## config.mk

```make
export PLATFORM = sky130hd
export DESIGN_NAME = cache_ctrl
export DESIGN_NICKNAME = d
export VERILOG_FILES = /design/src/cache_pkg.sv /design/src/cache_ctrl.sv
export SDC_FILE = /design/constraint.sdc
export NUM_CORES = 1
export LEC_CHECK = 0
export ABC_AREA = 1
export BUFFER_PORTS_ARGS = -buffer_cell sky130_fd_sc_hd__clkbuf_2
export CORE_AREA = 4 4 185 151
export DETAILED_ROUTE_END_ITERATION = 10
export DIE_AREA = 0 0 189 155
export PLACE_DENSITY_LB_ADDON = 0.08
export SETUP_SLACK_MARGIN = 0.05
export SLEW_MARGIN = 20
export SYNTH_ARGS = -nofsm -noshare
export SYNTH_HDL_FRONTEND = slang
export SYNTH_SLANG_ARGS = --single-unit
```

## constraint.sdc

```tcl
create_clock -name CLK -period 3.85 [get_ports CLK]
set_input_delay 0.385 -clock CLK [delete_from_list [all_inputs] [get_ports CLK]]
set_output_delay 0.385 -clock CLK [all_outputs]
set_load 0.005 [all_outputs]
```

## src/cache_pkg.sv

```systemverilog
/*
 * cache bus package
 * word, lane-enable and counter types, bus structs and controller states
 */
package cache_pkg;

    // bus word, used for both addresses and data
    typedef logic [31:0] word_t;

    // one enable per byte lane
    typedef logic [3:0] byte_en_t;

    // miss and conflict counters
    typedef logic [31:0] count_t;

    // request side of a busy-level bus
    typedef struct packed {
        logic     ren;
        logic     wen;
        word_t    addr;
        word_t    wdata;
        byte_en_t byte_en;
    } bus_req_t;

    // response side, transfer completes when busy is low
    typedef struct packed {
        logic  busy;
        word_t rdata;
    } bus_rsp_t;

    // controller states
    typedef enum logic [2:0] {
        INIT,
        LOOKUP,
        WRITEBACK,
        FETCH,
        FLUSH
    } cache_state_t;

endpackage

```

## src/cache_ctrl.sv

```systemverilog
/*
 * cache controller
 * lookup, line fill, write-back, flush, reset invalidation, pass-through, counters
 */
`timescale 1ns/1ps

module cache_ctrl import cache_pkg::*; #(
    parameter int    CACHE_SIZE    = 1024,
    parameter int    BLOCK_SIZE    = 2,
    parameter word_t NONCACHE_BASE = 32'hF000_0000
) (
    input  logic     CLK,
    input  logic     nRST,
    input  bus_req_t proc_req,
    output bus_rsp_t proc_rsp,
    output bus_req_t mem_req,
    input  bus_rsp_t mem_rsp,
    input  logic     flush,
    output logic     flush_done,
    output count_t   misses,
    output count_t   conflicts,
    output word_t    lookup_addr,
    input  logic     hit,
    input  logic     line_valid,
    input  logic     line_dirty,
    input  word_t    victim_addr,
    input  word_t    hit_word,
    output logic     wr_data_en,
    output logic     wr_commit,
    output logic     wr_inval,
    output word_t    wr_addr,
    output word_t    wr_word,
    output byte_en_t wr_byte_en
);

    localparam int    N_SETS    = CACHE_SIZE / (4 * BLOCK_SIZE);
    localparam int    WORD_BITS = $clog2(BLOCK_SIZE);
    localparam int    SET_BITS  = $clog2(N_SETS);
    localparam int    SET_LSB   = 2 + WORD_BITS;
    // one extra bit so the counters can mark a final extra cycle
    localparam int    CNT_W     = WORD_BITS + 1;
    localparam int    SCNT_W    = SET_BITS + 1;
    localparam word_t OFF_MASK  = word_t'(4 * BLOCK_SIZE - 1);
    localparam word_t SET_MASK  = word_t'(N_SETS - 1) << SET_LSB;

    cache_state_t      state;
    cache_state_t      next_state;
    logic [CNT_W-1:0]  word_cnt;
    logic [CNT_W-1:0]  next_word_cnt;
    logic [SCNT_W-1:0] set_cnt;
    logic [SCNT_W-1:0] next_set_cnt;
    logic              flush_req;
    count_t            misses_q;
    count_t            conflicts_q;
    logic              count_miss;

    logic  access;
    logic  pass_through;
    logic  flush_pending;
    logic  word_last;
    logic  set_last;
    word_t word_off;
    word_t line_base;
    word_t set_base;
    word_t pt_wdata;

    assign access        = proc_req.ren || proc_req.wen;
    assign pass_through  = proc_req.addr >= NONCACHE_BASE;
    assign flush_pending = flush || flush_req;
    assign word_off      = (word_t'(word_cnt) << 2) & OFF_MASK;
    assign line_base     = proc_req.addr & ~OFF_MASK;
    assign set_base      = (word_t'(set_cnt) << SET_LSB) & SET_MASK;
    assign word_last     = word_cnt == CNT_W'(BLOCK_SIZE - 1);
    assign set_last      = set_cnt == SCNT_W'(N_SETS - 1);

    // writes always go to the line being looked up
    assign wr_addr   = lookup_addr;
    assign misses    = misses_q;
    assign conflicts = conflicts_q;

    always_comb begin
        case (state)
            LOOKUP:           lookup_addr = proc_req.addr;
            WRITEBACK, FETCH: lookup_addr = line_base | word_off;
            default:          lookup_addr = set_base | word_off;
        endcase
    end

    // uncached writes carry zeros outside the enabled lanes
    always_comb begin
        for (int i = 0; i < 4; i++) begin
            pt_wdata[8*i +: 8] = proc_req.byte_en[i] ? proc_req.wdata[8*i +: 8] : 8'h00;
        end
    end

    always_comb begin
        next_state      = state;
        next_word_cnt   = word_cnt;
        next_set_cnt    = set_cnt;
        count_miss      = 1'b0;
        proc_rsp.busy   = 1'b1;
        proc_rsp.rdata  = '0;
        mem_req         = '0;
        mem_req.byte_en = '1;
        wr_data_en      = 1'b0;
        wr_commit       = 1'b0;
        wr_inval        = 1'b0;
        wr_word         = mem_rsp.rdata;
        wr_byte_en      = '1;
        flush_done      = 1'b0;

        case (state)
            INIT: begin
                wr_inval     = 1'b1;
                next_set_cnt = set_cnt + 1'b1;
                if (set_last) begin
                    next_set_cnt = '0;
                    next_state   = LOOKUP;
                end
            end
            LOOKUP: begin
                // an uncached transfer in progress finishes before a flush starts
                if (access && pass_through) begin
                    mem_req.ren     = proc_req.ren;
                    mem_req.wen     = proc_req.wen;
                    mem_req.addr    = proc_req.addr;
                    mem_req.wdata   = pt_wdata;
                    mem_req.byte_en = proc_req.byte_en;
                    proc_rsp        = mem_rsp;
                end else if (flush_pending) begin
                    next_state = FLUSH;
                end else if (access && hit) begin
                    proc_rsp.busy  = 1'b0;
                    proc_rsp.rdata = hit_word;
                    if (proc_req.wen) begin
                        wr_data_en = 1'b1;
                        wr_word    = proc_req.wdata;
                        wr_byte_en = proc_req.byte_en;
                    end
                end else if (access) begin
                    count_miss = 1'b1;
                    if (line_valid && line_dirty) begin
                        next_state = WRITEBACK;
                    end else begin
                        // drop the clean victim so the fill lands in an invalid line
                        wr_inval   = 1'b1;
                        next_state = FETCH;
                    end
                end
            end
            WRITEBACK: begin
                mem_req.wen   = 1'b1;
                mem_req.addr  = victim_addr | word_off;
                mem_req.wdata = hit_word;
                if (!mem_rsp.busy) begin
                    next_word_cnt = word_cnt + 1'b1;
                    if (word_last) begin
                        next_word_cnt = '0;
                        wr_inval      = 1'b1;
                        next_state    = FETCH;
                    end
                end
            end
            FETCH: begin
                if (word_cnt == CNT_W'(BLOCK_SIZE)) begin
                    wr_commit     = 1'b1;
                    next_word_cnt = '0;
                    next_state    = LOOKUP;
                end else begin
                    mem_req.ren  = 1'b1;
                    mem_req.addr = lookup_addr;
                    if (!mem_rsp.busy) begin
                        wr_data_en    = 1'b1;
                        next_word_cnt = word_cnt + 1'b1;
                    end
                end
            end
            FLUSH: begin
                if (set_cnt == SCNT_W'(N_SETS)) begin
                    flush_done   = 1'b1;
                    next_set_cnt = '0;
                    next_state   = LOOKUP;
                end else if (line_valid && line_dirty) begin
                    mem_req.wen   = 1'b1;
                    mem_req.addr  = victim_addr | word_off;
                    mem_req.wdata = hit_word;
                    if (!mem_rsp.busy) begin
                        next_word_cnt = word_cnt + 1'b1;
                        if (word_last) begin
                            next_word_cnt = '0;
                            wr_inval      = 1'b1;
                            next_set_cnt  = set_cnt + 1'b1;
                        end
                    end
                end else begin
                    wr_inval     = 1'b1;
                    next_set_cnt = set_cnt + 1'b1;
                end
            end
            default: begin
                next_state = INIT;
            end
        endcase
    end

    always_ff @(posedge CLK, negedge nRST) begin
        if (!nRST) begin
            state       <= INIT;
            word_cnt    <= '0;
            set_cnt     <= '0;
            flush_req   <= 1'b0;
            misses_q    <= '0;
            conflicts_q <= '0;
        end else begin
            state     <= next_state;
            word_cnt  <= next_word_cnt;
            set_cnt   <= next_set_cnt;
            // held until lookup hands over to the flush walk
            flush_req <= flush_pending && !(state == LOOKUP && next_state == FLUSH);
            if (count_miss) begin
                misses_q <= misses_q + 1'b1;
                if (line_valid) begin
                    conflicts_q <= conflicts_q + 1'b1;
                end
            end
        end
    end

    assert property (@(posedge CLK) disable iff (!nRST)
        $onehot0({wr_data_en, wr_commit, wr_inval}))
        else $error("more than one array write in a cycle");

    // a flush ends only after a walk over every set
    assert property (@(posedge CLK) disable iff (!nRST)
        flush_done |-> (state == FLUSH) && $past(state == FLUSH, N_SETS))
        else $error("flush_done outside the end of a full flush walk");

endmodule

```

==> insert_results.sql <==
INSERT INTO impl_metrics (metric_group, metric, value, unit) VALUES
('sta', 'fmaxAchievable', '319', 'MHz'),
('yosys', 'synth_largest_area_cell', 'nand2_1', ''),
('final_layout', 'final_layout_size_suffix_gt1_frac', '0.286', ''),
('final_layout', 'final_net_count', '1888', ''),
('yosys', 'yosysWarnings', '0', ''),
('global_route', 'grt_antenna_before_repair', '3', ''),
('final_layout', 'n_fill_cell', '2992', ''),
('placement', 'gp_congestion', '1.02', ''),
('route', 'vias', '9893', ''),
('placement', 'placement.io_buffers', '443', ''),
('critical_path', 'critical-path-max-stage-delay', '0.48', 'ns'),
('sta', 'report.final.hold_viol_count', '0', ''),
('sta', 'fin_worst_skew', '0.0129', 'ns'),
('yosys', 'netlist.area_leader.share', '0.266', ''),
('floorplanning', 'floorplan.initialDensity', '0.296', ''),
('route', 'wl', '37400', 'um'),
('clocking', 'cts_post_setup_buffers_inserted', '0', ''),
('placement', 'placed_area', '9960', 'um2'),
('yosys', 'postSynthAreaPerCell', '5.79', 'um2'),
('clocking', 'cts_hold_buffers', '0', ''),
('final_layout', 'layout-area-overhead-vs-synth', '33.3', '%'),
('final_layout', 'commonest_cells_after_routing_fill_and_taps_aside', '547 x nand2_1, 442 x clkbuf_2, 142 x nor2_1', ''),
('run', 'maxCapViolations', '0', ''),
('critical_path', 'critPathRequiredTime', '3.46', 'ns'),
('sta', 'finalCriticalPeriod', '3.13', 'ns'),
('sta', 'unrepaired_setup_endpoints_after_global_routing', 'false', ''),
('final_layout', 'layout_cell_area_excl_fill', '10300', 'um2'),
('route', 'antenna_violating_nets_post_route', '0', ''),
('pwr', 'total_leakage_power', '5.71', 'nW'),
('global_route', 'maximum_number_of_pins_on_one_net_before_global_route_repair', '68', ''),
('route', 'drt_iter0_drc', '687', ''),
('sta', 'tightestPinTransition', '0.890', 'ns'),
('global_route', 'total_routing_resource_utilization_after_global_routing', '0.242', ''),
('floorplanning', 'die_width', '189', 'um'),
('global_route', 'grt_pass1_wl', '55500', 'um'),
('critical_path', 'cp-start-kind', 'flip-flop', ''),
('sta', 'layout_worst_path_cycle_share', '0.813', ''),
('floorplanning', 'coreArea', '26100', 'um2'),
('route', 'post-route-drc-count', '0', ''),
('clocking', 'cts_tree', 'yes', ''),
('global_route', 'first_global_vias', '9187', ''),
('clocking', 'clk-insertion-delay-late', '0.35', 'ns'),
('outcome', 'run_status', 'finished, final reports clean', ''),
('clocking', 'cts-root-buf', 'clkbuf_16', ''),
('sta', 'final.setup.tns', '0', 'ns'),
('floorplanning', 'fp.dieH', '155', 'um'),
('final_layout', 'combined_area_of_the_multi_input_logic_cells', '4690', 'um2'),
('critical_path', 'setup.worst_path.end_class', 'output port', ''),
('route', 'vias_per_cell', '4.77', ''),
('clocking', 'htreeDepth', '3', ''),
('placement', 'hpwl', '30400', 'um'),
('yosys', 'synth.net_count', '1510', ''),
('sta', 'final-setup-viol-count', '0', ''),
('clocking', 'clkSlewWorstSetupHoldPaths', '0.07', 'ns'),
('yosys', 'ys_top_cells_by_area', 'nand2_1 27%, dfrtp_1 25%, nor2_1 6.9%', ''),
('final_layout', 'final-seq-area', '1950', 'um2'),
('critical_path', 'worstPathArrival', '2.75', 'ns'),
('critical_path', 'worstSetupPathType', 'flip-flop to output port', ''),
('final_layout', 'layout.cells.most_common', 'nand2_1', ''),
('pwr', 'vdd.ir_drop.worst', '0.000159', 'V'),
('yosys', 'netlist_area', '7720', 'um2'),
('clocking', 'max_buffers_root_to_sink', '2', ''),
('pwr', 'power_density', '196', 'nW/um2'),
('global_route', 'globalRoute.totalOverflow', '0', ''),
('clocking', 'cts_buffers', '9', ''),
('critical_path', 'timing.critical_path.cells', 'nor3_4, inv_2, nor2_4, buf_4, nor2_2, o21ai_0, clkbuf_2', ''),
('clocking', 'clock_sink_count', '78', ''),
('clocking', 'cts.repair.resized', '0', ''),
('critical_path', 'crit_path_max_fo', '19', ''),
('yosys', 'yosysUniqueCellTypes', '33', ''),
('min_path', 'hold_path_class', 'input pin to async pin', ''),
('yosys', 'synth.yosys.seq_area_share', '0.253', ''),
('floorplanning', 'placementRows', '53', ''),
('sta', 'max_slew_margin', '0.407', ''),
('critical_path', 'critical-path-slowest-cell', 'nor3_4', ''),
('route', 'post_drt_wl_per_cell', '18.0', 'um'),
('yosys', 'synthesized_instance_count', '1333', ''),
('floorplanning', 'pin_count', '444', ''),
('yosys', 'synth.ff_latch_count', '78', ''),
('route', 'first_pass_iters', '7', ''),
('sta', 'maxSlewViolCount', '0', ''),
('floorplanning', 'dieArea', '29300', 'um2');
## cell usage after synthesis
master,count
clkbuf_1,25
buf_2,21
clkbuf_2,1
a21oi_1,10
o21ai_1,1
clkinv_2,1
ha_1,4
nor2_2,3
inv_1,136
inv_2,6
or2_2,1
dfrtp_1,78
buf_6,4
nand3_1,58
o21a_1,2
o21bai_1,1
buf_1,2
nor2_4,2
nand2_1,547
o211ai_1,32
buf_4,38
o21ai_0,75
nor3_1,4
clkinv_1,2
o21ai_2,1
nand4_1,38
o22ai_1,31
nand3_4,1
xor2_1,23
nor2_1,142
xnor2_1,4
nor3_4,1
nand3b_1,38
## path summary, 6_finish.rpt
check                              start            end  slack, ns  cells after the start
setup / recovery                state[2]    mem_req[46]       0.72                      7
hold / removal                      nRST   conflicts[1]       0.15                      1
setup reg to reg                state[2]   conflicts[5]       1.51                      5
hold reg to reg            conflicts[31]  conflicts[31]       0.53                      2
max in group asynchronous           nRST  conflicts[24]       2.90                      2
min in group CLK                   flush      flush_req       0.33                      3
## power by group
group / switching [mW] / internal (mW)
combinational: 0.130 / 0.0888
clock: 0.402 / 0.580
sequential: 0.00000000000000000765 / 0.819
## stage by stage
step                      total power, mW  setup WS [ns]  instances   util  hold slack (ns)
after floorplan                     0.888           1.88       1333      -           0.0894
after global placement               1.06          0.984       2057  0.382            0.512
after detailed placement             1.05          0.885       2057  0.382            0.517
after CTS                            2.05          0.703       2073  0.395            0.202
after global routing                 2.10          0.504       2075  0.395            0.234
final                                2.02          0.718       2075  0.395            0.152
## critical path: cells and delay by family (launching register included)
| family | cells | cell delay, ns |
|---|---|---|
| buffers and inverters | 3 | 0.60 |
| flip-flops | 1 | 0.47 |
| AO/OA/AOI/OAI | 1 | 0.32 |
| AND/OR/NAND/NOR | 3 | 1.00 |
## metal layers
| metal | vias up | global-route usage | part of all wire |
|---|---|---|---|
| met5 | - | 0 | 0.00035 |
| met4 | 2 | 0.0742 | 0.030 |
| met3 | 55 | 0.0572 | 0.070 |
| met2 | 345 | 0.386 | 0.46 |
| met1 | 4519 | 0.326 | 0.44 |
| li1 | 4972 | - | - |
## sequential cells by signal (all words and copies together), names as in the netlist
name       flops
misses        32
conflicts     32
state          3
flush_req      1
word_cnt       2
set_cnt        8
## cell families (layout without fill, tap and decap cells)
family                     Yosys count  count (layout)  synth area share
buffers and inverters              236             619             0.141
DFF                                 78              78             0.253
and+or+nand+nor                    835             835             0.453
xor gates and xnor gates            27              27            0.0306
adders and majority gates            4               4           0.00648
AOI/OAI and AO/OA                  153             153             0.116
other                                0               2                 0
## cell type report
class,count,area share
Antenna cell,2,0.000486
Sequential cell,78,0.190
Clock inverter,7,0.00996
Inverter,145,0.0530
Multi-Input combinational cell,1019,0.455
Clock buffer,9,0.0219
Timing Repair Buffer,458,0.226
Tap cell,357,0.0434
Power figures use the tool's default switching activity.
